--- config.mk ---
export PLATFORM = sky130hd
export DESIGN_NAME = snd_cycle_fsm_flat
export DESIGN_NICKNAME = d
export VERILOG_FILES = /design/src/hw/snd_bus_pkg.sv /design/src/hw/snd_ctl_pkg.sv /design/src/hw/snd_bus_if.sv /design/src/hw/snd_cycle_fsm.sv /design/src/flat_wrapper.sv
export VERILOG_INCLUDE_DIRS = /design/src /design/src/hw
export SDC_FILE = /design/constraint.sdc
export NUM_CORES = 1
export LEC_CHECK = 0
export BUFFER_PORTS_ARGS = -buffer_cell sky130_fd_sc_hd__buf_2
export CAP_MARGIN = 40
export CELL_PAD_IN_SITES_DETAIL_PLACEMENT = 1
export CELL_PAD_IN_SITES_GLOBAL_PLACEMENT = 2
export CORE_AREA = 2 2 39 41
export DETAILED_ROUTE_END_ITERATION = 8
export DIE_AREA = 0 0 41 43
export GPL_ROUTABILITY_DRIVEN = 0
export PLACE_DENSITY = 0.63
export SLEW_MARGIN = 15
export SYNTH_ARGS = -nofsm -noshare
export SYNTH_HDL_FRONTEND = slang
export SYNTH_SLANG_ARGS = --single-unit
--- constraint.sdc ---
create_clock -name clk -period 1.3 [get_ports clk]
set_input_delay 0.195 -clock clk [delete_from_list [all_inputs] [get_ports clk]]
set_output_delay 0.195 -clock clk [all_outputs]
set_load 0.03 [all_outputs]
--- src/hw/snd_consts.svh ---
// Fixed constants of the sound board bus: address map widths, RAM depth and cycle timing
// Include wherever a width or the strobe-to-enable distance is needed
`ifndef SND_CONSTS_SVH
`define SND_CONSTS_SVH

// CPU address bus, 2 MB linear space
`define SND_ADDR_W 21

// CPU data bus
`define SND_DATA_W 8

// Program ROM window, lower 64 KB of the CPU space
`define SND_ROM_AW 16

// Work RAM offset bits, 8 KB
`define SND_RAM_AW 13

// Clock cycles from the strobe to the earliest cycle-end enable
`define SND_SX_TO_CE 3

// Read value for addresses that hit no region
`define SND_UNMAPPED 8'hFF

`endif

--- src/hw/snd_bus_pkg.sv ---
// Bus level types of the sound CPU: address, data, ROM and RAM offsets, region codes
// Referenced by scoped names from the decoder, RAM, interface and top level
`default_nettype none

`include "snd_consts.svh"

package snd_bus_pkg;

    // Full CPU address as seen on the bus
    typedef logic [`SND_ADDR_W-1:0] cpu_addr_t;

    // One data byte, both directions
    typedef logic [`SND_DATA_W-1:0] cpu_data_t;

    // Address presented to the program ROM
    typedef logic [`SND_ROM_AW-1:0] rom_addr_t;

    // Byte offset inside work RAM
    typedef logic [`SND_RAM_AW-1:0] ram_addr_t;

    // Decoded region of one bus cycle
    typedef enum logic [2:0] {
        REG_NONE,
        REG_ROM,
        REG_RAM,
        REG_OPL,
        REG_OPN,
        REG_OKI,
        REG_LATCH
    } snd_region_e;

endpackage

`default_nettype wire

--- src/hw/snd_ctl_pkg.sv ---
// Types of the bus cycle controller and its setup timer
`default_nettype none

package snd_ctl_pkg;

    // One bus cycle: setup, optional ROM wait, then the enable
    typedef enum logic [1:0] {
        CYC_IDLE,
        CYC_SETUP,
        CYC_WAIT,
        CYC_END
    } cyc_state_e;

    // Setup counter, enough for the strobe-to-enable distance
    typedef logic [1:0] cyc_count_t;

endpackage

`default_nettype wire

--- src/hw/snd_bus_if.sv ---
// Decoded bus cycle shared by the cycle controller, the decoder and the work RAM
// The decoder owns the cycle contents, the controller owns the enable
`timescale 1ns/1ps
`default_nettype none

interface snd_bus_if;

    // Cycle contents, held from strobe to enable
    snd_bus_pkg::cpu_addr_t   addr;
    snd_bus_pkg::cpu_data_t   wdata;
    logic                     wrn;
    snd_bus_pkg::snd_region_e region;
    // High while a cycle is in progress
    logic                     sel_valid;
    // Single cycle-end pulse
    logic                     ce;

    modport decode (
        output addr, wdata, wrn, region, sel_valid,
        input  ce
    );

    modport ctrl (
        input  region, sel_valid,
        output ce
    );

    modport mem (
        input addr, wdata, wrn, region, sel_valid, ce
    );

endinterface

`default_nettype wire

--- src/hw/snd_cycle_fsm.sv ---
// Bus cycle controller: runs one cycle from the strobe to the cycle-end enable
// Stretches ROM cycles with wait_n until the ROM reports its data
`timescale 1ns/1ps
`default_nettype none

module snd_cycle_fsm (
    input  wire logic   clk,
    input  wire logic   arst_n,
    input  wire logic   sx,
    input  wire logic   rom_ok,
    snd_bus_if.ctrl     bus,
    output logic        tmr_start,
    input  wire logic   tmr_done,
    output logic        wait_n
);

    snd_ctl_pkg::cyc_state_e state;
    snd_ctl_pkg::cyc_state_e state_nx;
    logic                    rom_ok_q;
    logic                    rom_cycle;

    assign rom_cycle = bus.sel_valid && (bus.region == snd_bus_pkg::REG_ROM);

    // ROM ready, sampled once and only for a ROM cycle
    always_ff @(posedge clk or negedge arst_n) begin
        if (!arst_n) begin
            rom_ok_q <= 1'b0;
        end else begin
            rom_ok_q <= rom_ok && rom_cycle;
        end
    end

    always_comb begin
        state_nx = state;
        case (state)
            snd_ctl_pkg::CYC_IDLE: begin
                // New strobes only count here, busy strobes are dropped
                if (sx) begin
                    state_nx = snd_ctl_pkg::CYC_SETUP;
                end
            end
            snd_ctl_pkg::CYC_SETUP: begin
                if (tmr_done) begin
                    if (rom_cycle && !rom_ok_q) begin
                        state_nx = snd_ctl_pkg::CYC_WAIT;
                    end else begin
                        state_nx = snd_ctl_pkg::CYC_END;
                    end
                end
            end
            snd_ctl_pkg::CYC_WAIT: begin
                // No time limit, the ROM decides
                if (rom_ok_q) begin
                    state_nx = snd_ctl_pkg::CYC_END;
                end
            end
            default: begin
                state_nx = snd_ctl_pkg::CYC_IDLE;
            end
        endcase
    end

    always_ff @(posedge clk or negedge arst_n) begin
        if (!arst_n) begin
            state <= snd_ctl_pkg::CYC_IDLE;
        end else begin
            state <= state_nx;
        end
    end

    // Timer runs off the accepted strobe
    assign tmr_start = (state == snd_ctl_pkg::CYC_IDLE) && sx;
    // Enable lasts exactly the END state
    assign bus.ce    = (state == snd_ctl_pkg::CYC_END);
    assign wait_n    = (state != snd_ctl_pkg::CYC_WAIT);

endmodule

`default_nettype wire

--- src/flat_wrapper.sv ---
// flat-port wrapper written by rule: the top's interface ports become plain ports
module snd_cycle_fsm_flat 
  (clk, arst_n, sx, rom_ok, tmr_start, tmr_done, wait_n, bus_region, bus_sel_valid, bus_ce);
  snd_bus_if bus_i ();
  input  wire logic clk;
  input  wire logic arst_n;
  input  wire logic sx;
  input  wire logic rom_ok;
  output logic tmr_start;
  input  wire logic tmr_done;
  output logic wait_n;
  input wire logic [$bits(bus_i.region)-1:0] bus_region;
  input wire logic [$bits(bus_i.sel_valid)-1:0] bus_sel_valid;
  output wire logic [$bits(bus_i.ce)-1:0] bus_ce;
  assign bus_i.region = bus_region;
  assign bus_i.sel_valid = bus_sel_valid;
  assign bus_ce = bus_i.ce;
  snd_cycle_fsm u_core (.clk(clk), .arst_n(arst_n), .sx(sx), .rom_ok(rom_ok), .bus(bus_i), .tmr_start(tmr_start), .tmr_done(tmr_done), .wait_n(wait_n));
endmodule
==> results by group <==
Clocking
  – Clock buffer depth: 2
  – Clock sinks: 3
  – H-tree Lvls: 1
  – Clock Pin Slew Worst Setup and Hold Paths: 40 ps
  – CTS Root Cell: clkbuf_4
  – CTS tree: done
  – Worst skew pair latency: ~240 ps
  – CTS Buf Count: 3

Job
  – Max-cap violations: 0

Die
  – Row count: 14
  – Die area: 1760 um2
  – I/O pin count: 12
  – Chip width: 41 um
  – Core Region: 1380 um2
  – Initial core utilization: between 10% and 20%
  – Die height: between 40 and 50 um

Outcome
  – Failing checks: setup timing
  – Outcome: finished with violations

Worst hold path
  – Hold_sp: rom_ok
  – Hold EP: u_core.rom_ok_q
  – Hold Path Depth: 2
  – Worst Hold Class: in2reg

Worst setup path
  – WP data arrival: 1160 ps
  – Reg2reg start: u_core.state[0]
  – Worst Path Required: about 1100 ps
  – Worst r2r dst: u_core.state[1]
  – Largest fanout on the critical path: 2
  – Critical path type: reg2out
  – Register-to-Register Setup Slack: -40 ps
  – Reg2reg path depth: 5
  – Type of origin of the critical path: flip-flop
  – CP Capture Type: primary output

Route
  – Number of remaining DRC errors: 0
  – DR vias/cell: 3.98
  – Met3 routed WL: 26 um
  – Vias: 251
  – WL per Instance: a little over 10 um
  – Met2 Routed Length: 363 um
  – DR top layer: met4
  – WL final: 641 um
  – Iteration-0 DRC Markers: 0
  – DR pass1 iterations: 1
  – Antenna Nets Post-Route: 0
  – Met1 wire length: 219 um

Placement
  – Placed instance area: about 370 um2
  – Port bufs: 11
  – Dpl ws: -79.6 ps
  – Placed Instances: 54
  – Dpl hpwl: 478 um

Layout
  – Post-layout util: 37.3%
  – Fill count: between 150 and 200
  – Multi-input logic area: 211 um2
  – Post-route insts no fill: between 60 and 70
  – FF+latch area: 75.1 um2
  – Diode count: 0
  – Final #Nets: 61
  – Area delta synth->final: 117%
  – Finished Cell Area: 517 um2
  – Fraction of layout cells with a size suffix above 1: 80.9%

STA
  – Pins Over Slew Limit: 0
  – Post-Route Setup TNS: -164 ps
  – RSZ-0062 raised after global routing: true
  – Final WS setup: -54.8 ps
  – Final hold vios: 0
  – # setup viols final: 5
  – Fmax: roughly 0.74 GHz
  – Hold_ws: 186 ps
  – Tcrit/Tclk final: 104%
  – Worst slew margin: between 80% and 90%
  – Worst Skew: ~3.0 ps
  – Tmin final: 1350 ps
  – Least-Margin Pin Slew: 190 ps

Logic synthesis
  – Yosys warns: 0
  – Post-Syn Area per Cell: 10.8 um2
  – Post-synth top cells: 5 x inv_1, 4 x ha_1, 3 x dfrtp_1
  – Top FF cell, synth: dfrtp_1
  – #FFs+latches synth: 3
  – Synth area leader: dfrtp_1
  – Post-synth ARST share: 100%
  – EDFF count, synth: 0
  – Syn nets: 35
  – Cell Area, Synth: 238 um2
  – Synth unique cells: 13
  – Post-Synthesis Cells: 22
  – Ranking of synthesized cells by area: dfrtp_1 32%, ha_1 21%, inv_1 7.9%
  – Count leader, synth: inv_1
  – Sequential area share after synthesis: 31.6%
  – Yosys top cell area share: a little under a third

Power
  – Pleak: about 0.24 nW
  – Total chip power: 1.31 mW
  – VDD IR max: 0.883 mV
  – PD cells: 2540 nW/um2

Global route
  – Overall routing resource usage: between 10% and 20%
  – Initial antenna violation count: 0
  – First-pass GRT wire length: about 1.3 mm
  – Aggregate global routing overflow: 0
  – Pin count of the biggest net entering global routing: 4
  – Number of global-route vias before repair: 327
cells in the final DEF, fill, tap and decap left out, drive strengths merged:
cell,instances
dlygate4sd3,1
and2,2
and4bb,1
inv,5
mux2,1
ha,4
buf,20
clkbuf,4
o221ai,1
nor3,1
o31ai,1
a21oi,1
nand2b,1
nand2,1
dfrtp,3
critical path, stage by stage, from the launching register on:
cell and delay, ps:
dfrtp_1 400, buf_6 140, buf_6 110, ha_4 150, buf_6 130
sequential cells by signal (all words and copies together), names as in the netlist:
name             count
u_core.state         2
u_core.rom_ok_q      1
logic make-up (layout without fill, tap and decap cells):
kind of cell               count (synthesis)  in the layout  share of synthesized area [%]
buffers and inverters                      5             30                           7.90
and+or+nand+nor                            6              6                           19.5
AOI/OAI and AO/OA                          3              3                           15.3
muxes                                      1              1                           4.74
adders and majority gates                  4              4                           21.1
DFF                                        3              3                           31.6
worst max-delay path by stage:
stage	from	slack, ps	end
floorplan	u_core.state[0]	-110	u_core.state[1]
global placement	u_core.state[0]	-50	u_core.state[1]
detailed placement	u_core.state[0]	-80	u_core.state[1]
CTS	u_core.state[0]	-70	bus_ce
global route	u_core.state[1]	-110	u_core.state[1]
finish	u_core.state[0]	-50	bus_ce
routing by layer:
metal | up-vias | track usage, %
met5 | - | 0
met4 | 0 | 10.0
met3 | 4 | 1.57
met2 | 6 | 18.8
met1 | 120 | 11.0
li1 | 121 | -
power by group:
part | internal, mW | switching, mW | total (mW) | leakage [nW]
Combinational | 0.558 | 0.427 | 0.985 | 0.185
Clock | 0.115 | 0.0509 | 0.166 | 0.0150
Sequential | 0.131 | 0.0308 | 0.161 | 0.0377
area by class of cell:
class / instances / area share, %
Inverter: 5 / 4.12
Timing Repair Buffer: 21 / 31.5
Multi-Input combinational cell: 14 / 40.9
Sequential cell: 3 / 14.5
Clock buffer: 4 / 5.08
Tap cell: 16 / 3.87
what timing repair did:
| item | in CTS | in global routing |
|---|---|---|
| hold buffers | 1 | 0 |
| pin swaps | 3 | 2 |
| endpoints found under the setup margin | 5 | 5 |
| setup buffers | 5 | 0 |
| resized for setup | 20 | 0 |
| endpoints found under the hold margin | 3 | 0 |
Note: power is estimated with default switching activity, not from simulation.
