===== src/hw/snd_consts.svh =====
// Fixed constants of the sound board bus: address map widths, RAM depth and cycle timing
// Include wherever a width or the strobe-to-enable distance is needed
`ifndef SND_CONSTS_SVH
`define SND_CONSTS_SVH

// CPU address bus, 2 MB linear space
`define SND_ADDR_W 21

// CPU data bus
`define SND_DATA_W 8

// Program ROM window, lower 64 KB of the CPU space
`define SND_ROM_AW 16

// Work RAM offset bits, 8 KB
`define SND_RAM_AW 13

// Clock cycles from the strobe to the earliest cycle-end enable
`define SND_SX_TO_CE 3

// Read value for addresses that hit no region
`define SND_UNMAPPED 8'hFF

`endif


===== src/hw/snd_bus_pkg.sv =====
// Bus level types of the sound CPU: address, data, ROM and RAM offsets, region codes
// Referenced by scoped names from the decoder, RAM, interface and top level
`default_nettype none

`include "snd_consts.svh"

package snd_bus_pkg;

    // Full CPU address as seen on the bus
    typedef logic [`SND_ADDR_W-1:0] cpu_addr_t;

    // One data byte, both directions
    typedef logic [`SND_DATA_W-1:0] cpu_data_t;

    // Address presented to the program ROM
    typedef logic [`SND_ROM_AW-1:0] rom_addr_t;

    // Byte offset inside work RAM
    typedef logic [`SND_RAM_AW-1:0] ram_addr_t;

    // Decoded region of one bus cycle
    typedef enum logic [2:0] {
        REG_NONE,
        REG_ROM,
        REG_RAM,
        REG_OPL,
        REG_OPN,
        REG_OKI,
        REG_LATCH
    } snd_region_e;

endpackage

`default_nettype wire


===== src/hw/snd_bus_if.sv =====
// Decoded bus cycle shared by the cycle controller, the decoder and the work RAM
// The decoder owns the cycle contents, the controller owns the enable
`timescale 1ns/1ps
`default_nettype none

interface snd_bus_if;

    // Cycle contents, held from strobe to enable
    snd_bus_pkg::cpu_addr_t   addr;
    snd_bus_pkg::cpu_data_t   wdata;
    logic                     wrn;
    snd_bus_pkg::snd_region_e region;
    // High while a cycle is in progress
    logic                     sel_valid;
    // Single cycle-end pulse
    logic                     ce;

    modport decode (
        output addr, wdata, wrn, region, sel_valid,
        input  ce
    );

    modport ctrl (
        input  region, sel_valid,
        output ce
    );

    modport mem (
        input addr, wdata, wrn, region, sel_valid, ce
    );

endinterface

`default_nettype wire


===== src/hw/snd_io_decode.sv =====
// Address decoder of the sound CPU with held selects, sound latch and read data mux
// Captures the cycle at the strobe and releases it after the cycle-end enable
`timescale 1ns/1ps
`default_nettype none

`include "snd_consts.svh"

module snd_io_decode (
    input  wire logic                      clk,
    input  wire logic                      arst_n,
    input  wire logic                      sx,
    input  wire snd_bus_pkg::cpu_addr_t    addr,
    input  wire snd_bus_pkg::cpu_data_t    dout,
    input  wire logic                      wrn,
    input  wire logic                      rdn,
    snd_bus_if.decode                      bus,
    input  wire snd_bus_pkg::cpu_data_t    ram_q,
    input  wire snd_bus_pkg::cpu_data_t    rom_data,
    input  wire snd_bus_pkg::cpu_data_t    opl_dout,
    input  wire snd_bus_pkg::cpu_data_t    opn_dout,
    input  wire snd_bus_pkg::cpu_data_t    oki_dout,
    input  wire logic                      snreq,
    input  wire snd_bus_pkg::cpu_data_t    latch,
    output logic                           rom_cs,
    output logic                           opl_cs,
    output logic                           opn_cs,
    output logic                           oki_cs,
    output snd_bus_pkg::cpu_data_t         din,
    output logic                           latch_irq
);

    snd_bus_pkg::cpu_data_t latch_q;

    // Fixed map, ROM first, then A[17:15] in the upper megabyte
    function automatic snd_bus_pkg::snd_region_e region_of(input snd_bus_pkg::cpu_addr_t a);
        snd_bus_pkg::snd_region_e r;
        if (!a[`SND_ADDR_W-1]) begin
            r = snd_bus_pkg::REG_ROM;
        end else begin
            case (a[17:15])
                3'b001:  r = snd_bus_pkg::REG_OPL;
                3'b011:  r = snd_bus_pkg::REG_OPN;
                3'b100:  r = snd_bus_pkg::REG_OKI;
                3'b110:  r = snd_bus_pkg::REG_LATCH;
                3'b111:  r = snd_bus_pkg::REG_RAM;
                default: r = snd_bus_pkg::REG_NONE;
            endcase
        end
        return r;
    endfunction

    // Control side of the held cycle
    always_ff @(posedge clk or negedge arst_n) begin
        if (!arst_n) begin
            bus.region    <= snd_bus_pkg::REG_NONE;
            bus.sel_valid <= 1'b0;
            bus.wrn       <= 1'b1;
        end else if (bus.ce) begin
            bus.region    <= snd_bus_pkg::REG_NONE;
            bus.sel_valid <= 1'b0;
            bus.wrn       <= 1'b1;
        end else if (sx && !bus.sel_valid) begin
            bus.region    <= region_of(addr);
            bus.sel_valid <= 1'b1;
            bus.wrn       <= wrn;
        end
    end

    // Address and write data only matter while sel_valid is high
    always_ff @(posedge clk) begin
        if (sx && !bus.sel_valid) begin
            bus.addr  <= addr;
            bus.wdata <= dout;
        end
    end

    // Sound command from the main CPU, a new command wins over a read clear
    always_ff @(posedge clk or negedge arst_n) begin
        if (!arst_n) begin
            latch_q   <= '0;
            latch_irq <= 1'b0;
        end else if (snreq) begin
            latch_q   <= latch;
            latch_irq <= 1'b1;
        end else if (bus.ce && bus.region == snd_bus_pkg::REG_LATCH && !rdn) begin
            latch_irq <= 1'b0;
        end
    end

    assign rom_cs = bus.sel_valid && (bus.region == snd_bus_pkg::REG_ROM);
    assign opl_cs = bus.sel_valid && (bus.region == snd_bus_pkg::REG_OPL);
    assign opn_cs = bus.sel_valid && (bus.region == snd_bus_pkg::REG_OPN);
    assign oki_cs = bus.sel_valid && (bus.region == snd_bus_pkg::REG_OKI);

    // Read data one cycle behind its source, ready by the enable
    always_ff @(posedge clk) begin
        case (bus.region)
            snd_bus_pkg::REG_ROM:   din <= rom_data;
            snd_bus_pkg::REG_RAM:   din <= ram_q;
            snd_bus_pkg::REG_OPL:   din <= opl_dout;
            snd_bus_pkg::REG_OPN:   din <= opn_dout;
            snd_bus_pkg::REG_OKI:   din <= oki_dout;
            snd_bus_pkg::REG_LATCH: din <= latch_q;
            default:                din <= `SND_UNMAPPED;
        endcase
    end

endmodule

`default_nettype wire


===== src/flat_wrapper.sv =====
// flat-port wrapper written by rule: the top's interface ports become plain ports
module snd_io_decode_flat 
  (clk, arst_n, sx, addr, dout, wrn, rdn, ram_q, rom_data, opl_dout, opn_dout, oki_dout, snreq, latch, rom_cs, opl_cs, opn_cs, oki_cs, din, latch_irq, bus_addr, bus_wdata, bus_wrn, bus_region, bus_sel_valid, bus_ce);
  snd_bus_if bus_i ();
  input  wire logic clk;
  input  wire logic arst_n;
  input  wire logic sx;
  input  wire snd_bus_pkg::cpu_addr_t addr;
  input  wire snd_bus_pkg::cpu_data_t dout;
  input  wire logic wrn;
  input  wire logic rdn;
  input  wire snd_bus_pkg::cpu_data_t ram_q;
  input  wire snd_bus_pkg::cpu_data_t rom_data;
  input  wire snd_bus_pkg::cpu_data_t opl_dout;
  input  wire snd_bus_pkg::cpu_data_t opn_dout;
  input  wire snd_bus_pkg::cpu_data_t oki_dout;
  input  wire logic snreq;
  input  wire snd_bus_pkg::cpu_data_t latch;
  output logic rom_cs;
  output logic opl_cs;
  output logic opn_cs;
  output logic oki_cs;
  output snd_bus_pkg::cpu_data_t din;
  output logic latch_irq;
  output wire logic [$bits(bus_i.addr)-1:0] bus_addr;
  output wire logic [$bits(bus_i.wdata)-1:0] bus_wdata;
  output wire logic [$bits(bus_i.wrn)-1:0] bus_wrn;
  output wire logic [$bits(bus_i.region)-1:0] bus_region;
  output wire logic [$bits(bus_i.sel_valid)-1:0] bus_sel_valid;
  input wire logic [$bits(bus_i.ce)-1:0] bus_ce;
  assign bus_addr = bus_i.addr;
  assign bus_wdata = bus_i.wdata;
  assign bus_wrn = bus_i.wrn;
  assign bus_region = bus_i.region;
  assign bus_sel_valid = bus_i.sel_valid;
  assign bus_i.ce = bus_ce;
  snd_io_decode u_core (.clk(clk), .arst_n(arst_n), .sx(sx), .addr(addr), .dout(dout), .wrn(wrn), .rdn(rdn), .bus(bus_i), .ram_q(ram_q), .rom_data(rom_data), .opl_dout(opl_dout), .opn_dout(opn_dout), .oki_dout(oki_dout), .snreq(snreq), .latch(latch), .rom_cs(rom_cs), .opl_cs(opl_cs), .opn_cs(opn_cs), .oki_cs(oki_cs), .din(din), .latch_irq(latch_irq));
endmodule

===== config.mk =====
export PLATFORM = sky130hd
export DESIGN_NAME = snd_io_decode_flat
export DESIGN_NICKNAME = d
export VERILOG_FILES = /design/src/hw/snd_bus_pkg.sv /design/src/hw/snd_bus_if.sv /design/src/hw/snd_io_decode.sv /design/src/flat_wrapper.sv
export VERILOG_INCLUDE_DIRS = /design/src /design/src/hw
export SDC_FILE = /design/constraint.sdc
export NUM_CORES = 1
export LEC_CHECK = 0
export BUFFER_PORTS_ARGS = -buffer_cell sky130_fd_sc_hd__buf_2
export CORE_ASPECT_RATIO = 0.75
export CORE_MARGIN = 2
export CORE_UTILIZATION = 39
export DETAILED_ROUTE_END_ITERATION = 7
export MAX_ROUTING_LAYER = met4
export PLACE_DENSITY = 0.76
export SLEW_MARGIN = 20
export SYNTH_ARGS = -nofsm -noshare
export SYNTH_HDL_FRONTEND = slang
export SYNTH_SLANG_ARGS = --single-unit
export TNS_END_PERCENT = 100

===== constraint.sdc =====
create_clock -name clk -period 1.4 [get_ports clk]
set_clock_uncertainty 0.1 [all_clocks]
set_input_delay 0.14 -clock clk [delete_from_list [all_inputs] [get_ports clk]]
set_output_delay 0.14 -clock clk [all_outputs]
set_load 0.005 [all_outputs]

==> impl_metrics.py, run 1 <==
metrics = {
    "outcome": {
        "status": "finished with violations",
        "violations": "setup timing",
    },
    "synthesis": {
        "synth_flop_cell": "edfxtp_1",
        "syn-num-nets": 241,
        "synth_edf_count": 29,
        "synth.distinct_cells": 38,
        "syn_inst": 157,
        "synthTopCellsByArea": "edfxtp_1 (40%), dfrtp_1 (15%), dfxtp_1 (7.4%), mux2i_1 (5.1%), mux2_2 (4.2%)",
        "postSynthAreaPerCell_um2": 13.8,
        "synth_area_um2": 2160,
        "ys_ff_latch": 51,
        "ys_seq_area_share_pct": 64.0,
        "synth_area_leader_cell": "edfxtp_1",
        "synthDominantCellAreaShare_pct": 40.3,
        "yosysWarnings": 0,
        "synthArstFlopShare_pct": 27.5,
    },
    "final_layout": {
        "diodes": 0,
        "fin_cells": 430,
        "final_cell_area_um2": 3670,
        "drive_above_1_share_pct": 53.2,
        "final_util_pct": 68.5,
        "nNetsFinal": 438,
        "area_growth_pct": 69.8,
        "fillers": 405,
    },
    "sta": {
        "setup_viol": 4,
        "worst_pin_slew_ns": 0.309,
        "slew_headroom_pct": 79.4,
        "drv_slew": 0,
        "fmax_mhz": 671,
        "hold_violations": 0,
        "layout_min_cycle_time_ns": 1.49,
        "fin_ws_ns": -0.0914,
        "rsz0062_at_grt": "true",
        "min_period_over_period_pct": 107,
    },
    "detailed_routing": {
        "first_pass_iters": 4,
        "drc": 0,
        "vias_per_cell": 4.65,
        "antenna_left": 0,
        "wl_mm": 6.40,
        "vias": 1999,
        "drtIter0Drc": 67,
        "wl_per_cell_um": 14.9,
    },
    "critical_path": {
        "r2r-start": "u_core.bus.region[1]",
        "cp.required_ns": 1.16,
        "r2r_setup_slack_ns": -0.03,
        "cp.arrival_ns": 1.25,
        "r2r-end": "u_core.din[0]",
        "crit_end": "opn_cs",
        "crit_path_max_fanout": 4,
        "crit_type": "flip-flop to output port",
        "endpoint_kind": "output port",
        "startpoint": "u_core.bus.region[0]",
        "r2r_cells": 5,
        "critPathLaunchType": "flip-flop",
    },
    "clocking": {
        "clkLatencyLatePin_ns": 0.30,
        "clk_path_buf_depth": 2,
        "cts.htree.levels": 2,
        "root_buffer": "clkbuf_8",
        "cts_tree": "yes",
        "numClockSinks": 51,
        "numCtsBuffers": 5,
        "path_clk_slew_ns": 0.09,
    },
    "global_routing": {
        "grt_pass1_wl_mm": 9.17,
        "grt_use_total_pct": 20.2,
        "gr-total-overflow": 0,
        "grt_max_degree": 20,
        "top_usage_layer": "met2",
        "antenna_found_initial": 0,
        "grt_use_met2_pct": 34.7,
        "met1_usage_pct": 23.8,
        "grt_pass1_vias": 1907,
        "grt_use_met3_pct": 4.41,
    },
    "floorplanning": {
        "dieHeight_um": 68.4,
        "die_width_um": 89.9,
        "pin_count": 131,
        "die_area_um2": 6150,
        "core_region_area_um2": 5350,
        "rows": 23,
        "initial_core_util_pct": 40.3,
    },
    "worst_hold_path": {
        "hold_class": "input pin to flip-flop",
    },
    "place": {
        "dp.cells": 362,
        "hpwl_mm": 4.32,
        "io_buffers": 130,
        "gp_congestion": 0.803,
        "place_area_um2": 2910,
    },
    "pwr": {
        "leakagePower_nw": 1.60,
        "vdd_drop_max_mv": 0.474,
        "power.total_mw": 3.18,
        "power_density_nw_per_um2": 867,
    },
    "job": {
        "cap_violations": 0,
    },
}
-- flip-flops by register name, indices dropped and copies added, names as in the netlist --
name,count
u_core.din,8
u_core.bus.addr,21
u_core.latch_irq,1
u_core.bus.sel_valid,1
u_core.bus.wdata,8
u_core.bus.wrn,1
u_core.latch_q,8
u_core.bus.region,3
-- Yosys cell counts (2+ instances only) --
cell type and instances:
edfxtp_1 29, dfrtp_1 13, mux2i_1 11, o21ai_0 9
dfxtp_1 8, mux2_2 8, nor2_1 7, nand2_1 6
nor2b_1 6, nor3b_1 5, a21oi_1 4, buf_2 4
buf_4 3, inv_1 3, nand3_1 3, nand3b_1 3
o211ai_1 3, o22a_1 3, a21o_1 2, a22o_1 2
buf_6 2, mux2_4 2, nand2b_1 2, o2111ai_1 2
o21a_1 2, o21ai_1 2, o32ai_1 2
-- what timing repair did --
item                       CTS  global route
hold buffers                48             0
setup buffers                4             8
resized for setup           12            16
pin swaps                    1             4
setup endpoints to repair    4            12
hold endpoints to repair    59             0
-- cell usage in the layout, fill, tap and decap left out, drive strengths merged, types with 3 or more instances in the layout --
| cell | netlist | routed |
|---|---|---|
| buf | 10 | 152 |
| dlygate4sd3 | 0 | 48 |
| edfxtp | 29 | 29 |
| dfrtp | 13 | 13 |
| mux2i | 11 | 11 |
| o21ai | 11 | 11 |
| mux2 | 10 | 10 |
| dfxtp | 8 | 8 |
| nor2 | 8 | 8 |
| clkbuf | 0 | 6 |
| nor2b | 6 | 6 |
| nand2 | 6 | 6 |
| nor3b | 5 | 5 |
| a21oi | 4 | 4 |
| o22a | 3 | 3 |
| o211ai | 3 | 3 |
| nand3 | 3 | 3 |
| nand3b | 3 | 3 |
| inv | 3 | 3 |
-- layout make-up --
cell class	instances	area (µm²)	share of cell area, %
inverter	3	11.3	0.307
multi-input combinational	93	746	20.3
tap	75	93.8	2.56
clock buffer	6	72.6	1.98
timing repair buffer	200	1350	36.7
sequential	51	1390	37.8
clock inverter	2	12.5	0.341
-- how the worst min path moves through the flow --
stage	startpoint	to	slack, ns	cells after the start
2_1_floorplan	arst_n	u_core.bus.region[0]	-0.26	0
3_3_place_gp	arst_n	u_core.latch_q[5]	-0.05	1
3_5_place_dp	arst_n	u_core.latch_q[5]	-0.05	1
4_1_cts	opl_dout[1]	u_core.din[1]	0.06	3
5_1_grt	opl_dout[1]	u_core.din[1]	0.06	3
6_report	rdn	u_core.latch_irq	0.07	3
-- critical path, cell delays in order (launching register included) --
cell     delay [ns]
dfrtp_2        0.45
and2b_2        0.23
and3_4         0.18
buf_6          0.09
-- kinds of logic (layout without fill, tap and decap cells) --
family	count (synthesis)	in the layout	synth area share [%]
buffers and inverters	13	211	4.46
multiplexers	21	21	10.7
AO/OA/AOI/OAI	35	35	11.1
flip-flops	51	51	64.0
AND/OR/NAND/NOR	37	37	9.79
-- report_power, final --
group / switching (mW) / internal [mW] / total, mW
registers: 0.0473 / 1.70 / 1.75
clock network: 0.473 / 0.349 / 0.822
logic: 0.247 / 0.364 / 0.610
-- metrics by stage --
step	hold slack [ns]	setup TNS, ns	setup WS, ns
finish	0.0668	-0.248	-0.0914
global route	0.0643	-0.579	-0.146
CTS	0.0578	-0.230	-0.113
detailed placement	-0.0508	0	0.0257
global placement	-0.0492	0	0.0964
floorplan	-0.256	0	0.0348
-- metal layers --
layer  vias to the layer above  routed length, µm
met5                         -                  0
met4                         0                111
met3                        10                304
met2                        69               3250
met1                       943               2740
li1                        977                  -
Note: power is estimated with default switching activity, not from simulation.
==> run 2: changes to the inputs <==
--- a/config.mk
+++ b/config.mk
@@ -7,12 +7,14 @@
 export NUM_CORES = 1
 export LEC_CHECK = 0
 export BUFFER_PORTS_ARGS = -buffer_cell sky130_fd_sc_hd__buf_2
+export CELL_PAD_IN_SITES_DETAIL_PLACEMENT = 0
+export CELL_PAD_IN_SITES_GLOBAL_PLACEMENT = 1
 export CORE_ASPECT_RATIO = 0.75
 export CORE_MARGIN = 2
-export CORE_UTILIZATION = 39
+export CORE_UTILIZATION = 29
 export DETAILED_ROUTE_END_ITERATION = 7
 export MAX_ROUTING_LAYER = met4
-export PLACE_DENSITY = 0.76
+export PLACE_DENSITY_LB_ADDON = 0.1
 export SLEW_MARGIN = 20
 export SYNTH_ARGS = -nofsm -noshare
 export SYNTH_HDL_FRONTEND = slang
==> run 2 against run 1 <==
Non-clock buffer count decreased by 3. The run still ends with setup timing left. Die area increased by 33%. Sequential power about the same. Combinational power about the same. Fmax increased by 2.0%. Core utilization decreased by 17 points. Highest routed layer unchanged. Sequential share of layout area decreased by 0.95 points.
==> impl_metrics.py, run 2 (synthesis gave the netlist of run 1 again) <==
metrics = {
    "outcome": {
        "violations": "setup timing",
        "status": "finished with violations",
    },
    "global_routing": {
        "grt_pass1_wl_mm": 9.43,
        "grt_use_total_pct": 15.2,
        "gr-total-overflow": 0,
        "antenna_found_initial": 0,
        "grt_pass1_vias": 1883,
        "grt_max_degree": 22,
    },
    "critical_path": {
        "cp.required_ns": 1.16,
        "cp.arrival_ns": 1.22,
        "crit_path_max_fanout": 4,
        "path_cells": "and2b_2, and3_4, buf_6",
        "cp_slowest_cell": "dfrtp_1",
        "crit_type": "flip-flop to output port",
        "cp_num_buf_inv": 1,
        "critPathLaunchType": "flip-flop",
        "endpoint_kind": "output port",
        "critPathMaxStageDelay_ns": 0.43,
        "critPathTopFamily": "flip-flops",
    },
    "sta": {
        "rsz0062_at_grt": "true",
        "hold_violations": 0,
        "worst_pin_slew_ns": 0.331,
        "slew_headroom_pct": 77.9,
        "drv_slew": 0,
        "min_period_over_period_pct": 104,
        "layout_min_cycle_time_ns": 1.46,
        "holdWs_ns": 0.0463,
        "setup_viol": 4,
        "fmax_mhz": 684,
        "fin_ws_ns": -0.0623,
        "tns_ns": -0.149,
    },
    "pwr": {
        "power_density_nw_per_um2": 866,
        "vdd_drop_max_mv": 0.416,
        "leakagePower_nw": 1.63,
    },
    "detailed_routing": {
        "vias": 1968,
        "drtIter0Drc": 40,
        "drc": 0,
        "wl_mm": 6.27,
        "wl_per_cell_um": 13.8,
        "vias_per_cell": 4.34,
        "antenna_left": 0,
        "first_pass_iters": 4,
    },
    "place": {
        "hpwl_mm": 4.48,
        "place_area_um2": 2950,
        "io_buffers": 130,
        "gp_congestion": 0.770,
        "dp_slack_ns": 0.0931,
    },
    "final_layout": {
        "multi_input_area_um2": 767,
        "drive_above_1_share_pct": 53.4,
        "diodes": 0,
        "nNetsFinal": 435,
        "final_util_pct": 51.7,
        "top_register": "u_core.bus.addr",
        "regArea_um2": 1380,
        "largest_reg_flops": 21,
        "final_cell_area_um2": 3760,
        "fillers": 693,
        "mostFrequentLayoutCell": "buf_2",
        "layout_common_cells": "buf_2 (127), dlygate4sd3_1 (48), edfxtp_1 (29), dfrtp_1 (12)",
        "area_growth_pct": 74.0,
    },
    "clocking": {
        "path_clk_slew_ns": 0.10,
        "cts.htree.levels": 2,
        "clk_path_buf_depth": 2,
        "numCtsBuffers": 5,
        "root_buffer": "clkbuf_8",
        "cts_tree": "yes",
        "numClockSinks": 51,
        "clkLatencyLatePin_ns": 0.30,
    },
    "floorplanning": {
        "core_region_area_um2": 7260,
        "dieHeight_um": 78.7,
        "die_area_um2": 8160,
        "die_width_um": 104,
        "rows": 27,
        "pin_count": 131,
        "initial_core_util_pct": 29.7,
    },
    "job": {
        "cap_violations": 0,
    },
    "worst_hold_path": {
        "hold_class": "input pin to flip-flop",
    },
}
run 2: cell count changes in the layout (fill, tap and decap cells not counted), moves of 2 or more:
cell       change
o21ai_1        +2
buf_6          +4
buf_4          -6
clkbuf_16      +2
buf_2          -2
nor2b_2        -2
o21ai_0        -2
run 2: path summary, 6_finish.rpt:
| path | start | endpoint | slack [ns] | depth (start not counted) |
|---|---|---|---|---|
| setup / recovery | u_core.bus.region[2] | opn_cs | -0.06 | 3 |
| setup reg to reg | u_core.bus.region[1] | u_core.din[0] | -0.01 | 5 |
| hold reg to reg | u_core.latch_irq | u_core.latch_irq | 0.41 | 1 |
| hold / removal | rdn | u_core.latch_irq | 0.05 | 3 |
| min in group asynchronous | arst_n | u_core.bus.region[1] | 0.17 | 2 |
| max in group asynchronous | arst_n | u_core.bus.wrn | 0.73 | 2 |
run 2: report_power, final:
group          internal [mW]  switching (mW)  leakage (nW)
Sequential              1.70          0.0427         0.507
Combinational          0.369           0.244          1.07
Clock                  0.413           0.486        0.0514
Total                   2.48           0.773          1.63
run 2: repair_timing:
action	4_1_cts	5_1_grt
setup buffers	5	4
gates cloned	0	2
endpoints found under the hold margin	59	0
endpoints found under the setup margin	4	31
pin swaps	2	13
hold buffers	48	0
gates resized for setup	9	23
run 2: tightest hold or removal path: stages:
cell,delay (ns)
buf_2,0.08
nand4b_1,0.10
a21o_1,0.10
run 2: layer usage:
| metal | track usage (%) | up-vias | wire length [µm] |
|---|---|---|---|
| li1 | - | 979 | - |
| met4 | 4.32 | 0 | 67 |
| met5 | - | - | 0 |
| met3 | 3.86 | 4 | 371 |
| met1 | 20.6 | 918 | 2870 |
| met2 | 22.9 | 67 | 2950 |
run 2: final cells by class:
cell class / count / share of cell area [%]
Clock buffer: 7 / 2.33
Clock inverter: 1 / 0.233
Inverter: 3 / 0.366
Multi-Input combinational cell: 93 / 20.4
Sequential cell: 51 / 36.8
Tap cell: 101 / 3.36
Timing Repair Buffer: 197 / 36.5
run 2: stage by stage:
step / power, mW / instances
after detailed placement: 2.23 / 387
after global placement: 2.23 / 387
final: 3.26 / 453
after CTS: 3.26 / 448
after global routing: 3.44 / 453
after floorplan: 1.96 / 157
==> run 3: changes to the inputs <==
==> constraint.sdc (replaced) <==
create_clock -name clk -period 1.4 [get_ports clk]
set_clock_uncertainty 0.1 [all_clocks]
set_input_delay 0.07 -clock clk [delete_from_list [all_inputs] [get_ports clk]]
set_output_delay 0.07 -clock clk [all_outputs]
set_load 0.005 [all_outputs]
==> run 3 against run 2 <==
Worst setup slack better by 0.024 ns. The flow finishes with violations (hold timing, setup timing). Register-to-register slack gained 0.03 ns. Sequential cell count is the same. Critical endpoint unchanged. Core utilization rose by 0.60 points. Combinational power is 2% higher. Critical path depth is the same. Sequential share of layout area fell by 0.42 points. Clock power is 0.7% higher. Largest cell class is now non-clock buffers. Final area increased by 1.2%.
==> impl_metrics.py, run 3 (synthesis gave the netlist of run 1 again) <==
metrics = {
    "floorplanning": {
        "rows": 27,
        "pin_count": 131,
        "dieHeight_um": 78.7,
        "die_area_um2": 8160,
        "initial_core_util_pct": 29.7,
        "core_region_area_um2": 7260,
        "die_width_um": 104,
    },
    "pwr": {
        "vdd_drop_max_mv": 0.534,
        "power_density_nw_per_um2": 861,
        "power.total_mw": 3.28,
        "leakagePower_nw": 1.64,
    },
    "final_layout": {
        "top_register": "u_core.bus.addr",
        "area_growth_pct": 76.1,
        "fin_cells": 460,
        "fillers": 682,
        "mostFrequentLayoutCell": "buf_2",
        "nNetsFinal": 442,
        "drive_above_1_share_pct": 52.6,
        "largest_reg_flops": 21,
        "diodes": 0,
        "layout_common_cells": "buf_2 (128), dlygate4sd3_1 (51), edfxtp_1 (29), buf_4 (14), dfrtp_1 (12)",
    },
    "sta": {
        "slew_headroom_pct": 76.8,
        "worst_pin_slew_ns": 0.348,
        "rsz0062_at_grt": "true",
        "fmax_mhz": 695,
        "setup_viol": 3,
        "holdWs_ns": -0.000428,
        "fin_ws_ns": -0.0380,
        "hold_violations": 1,
        "min_period_over_period_pct": 103,
        "layout_min_cycle_time_ns": 1.44,
        "drv_slew": 0,
    },
    "clocking": {
        "path_clk_slew_ns": 0.10,
        "clkLatencyLatePin_ns": 0.30,
        "cts.htree.levels": 2,
        "cts_tree": "yes",
        "root_buffer": "clkbuf_8",
        "numClockSinks": 51,
        "clk_path_buf_depth": 2,
        "numCtsBuffers": 5,
    },
    "worst_hold_path": {
        "hold_start": "opn_dout[1]",
        "hold_class": "input pin to flip-flop",
        "worstHoldPathCells": 4,
        "hold_end": "u_core.din[1]",
    },
    "critical_path": {
        "critPathLaunchType": "flip-flop",
        "r2r_setup_slack_ns": 0.02,
        "cp_slowest_cell": "dfrtp_2",
        "crit_type": "flip-flop to output port",
        "cp_num_buf_inv": 1,
        "endpoint_kind": "output port",
        "critPathMaxStageDelay_ns": 0.47,
        "cp.arrival_ns": 1.27,
        "r2r-start": "u_core.bus.region[0]",
        "path_cells": "and2b_2, and3_4, buf_6",
        "r2r_cells": 5,
        "cp.required_ns": 1.23,
        "r2r-end": "u_core.din[2]",
        "critPathTopFamily": "flip-flops",
        "crit_path_max_fanout": 5,
    },
    "outcome": {
        "violations": "hold timing, setup timing",
        "status": "finished with violations",
    },
    "detailed_routing": {
        "wl_per_cell_um": 13.9,
        "antenna_left": 0,
        "vias": 2012,
        "first_pass_iters": 4,
        "wl_mm": 6.38,
        "drtIter0Drc": 59,
        "drc": 0,
        "vias_per_cell": 4.37,
    },
    "place": {
        "hpwl_mm": 4.45,
        "dp.cells": 388,
        "gp_congestion": 0.777,
        "io_buffers": 130,
    },
    "global_routing": {
        "gr-total-overflow": 0,
        "grt_use_total_pct": 15.4,
        "antenna_found_initial": 0,
        "grt_max_degree": 23,
        "grt_pass1_vias": 1933,
        "grt_pass1_wl_mm": 9.60,
    },
    "job": {
        "cap_violations": 0,
    },
}
## run 3: cell types whose count changed in the layout (fill, tap and decap cells not counted), moves of 2 or more
cell           before  now
buf_4              10   14
dlygate4sd3_1      48   51
buf_6               8    6
clkinvlp_4          0    2
## run 3: repair_timing
action / 4_1_cts / 5_1_grt
cloned: 0 / 2
pin swaps: 2 / 8
endpoints found under the hold margin: 62 / 0
gates resized for setup: 8 / 17
setup buffers: 8 / 3
hold buffers: 51 / 0
endpoints found under the setup margin: 4 / 10
## run 3: metal layers
layer	vias to the layer above	GRT usage (%)	routed length [µm]
li1	988	-	-
met1	953	20.0	2950
met2	69	25.0	3070
met3	2	3.45	326
met4	0	3.24	26
met5	-	-	0
## run 3: worst max path at each step
stage / endpoint / from / depth (start not counted) / slack [ns]
final: opn_cs / u_core.bus.region[0] / 3 / -0.04
after global routing: opn_cs / u_core.bus.region[0] / 3 / -0.1
after CTS: opn_cs / u_core.bus.region[0] / 3 / -0.05
after detailed placement: oki_cs / u_core.bus.region[1] / 4 / 0.08
after global placement: u_core.bus.region[1] / u_core.bus.region[1] / 3 / 0.1
after floorplan: u_core.bus.wrn / u_core.bus.sel_valid / 4 / 0.03
## run 3: through the flow
stage	hold slack (ns)	utilization [%]	TNS, ns	worst slack, ns	instance area, µm²
finish	-0.000428	52.4	-0.0806	-0.0380	3800
global route	0.0157	52.4	-0.430	-0.0965	3800
CTS	0.00894	50.2	-0.108	-0.0485	3650
detailed placement	-0.0936	40.7	0	0.0758	2950
global placement	-0.0987	40.7	0	0.0972	2950
floorplan	-0.326	-	0	0.0348	2160
## run 3: layout make-up
class                           instances  area [µm²]  area share (%)
Tap cell                              101         126            3.32
Sequential cell                        51        1380            36.4
Clock buffer                            6        82.6            2.17
Timing Repair Buffer                  204        1430            37.7
Multi-Input combinational cell         93         744            19.6
Inverter                                3        15.0           0.395
Clock inverter                          2        16.3           0.428
## run 3: where the power goes
part | internal [mW] | leakage, nW | switching, mW
Sequential | 1.70 | 0.507 | 0.0452
Combinational | 0.381 | 1.09 | 0.243
Clock | 0.405 | 0.0474 | 0.500
Total | 2.49 | 1.64 | 0.789
## run 3: tightest hold or removal path: stages
cell and delay, ns:
buf_2 0.08, mux2_4 0.13, nand2_2 0.04, o2111ai_2 0.05
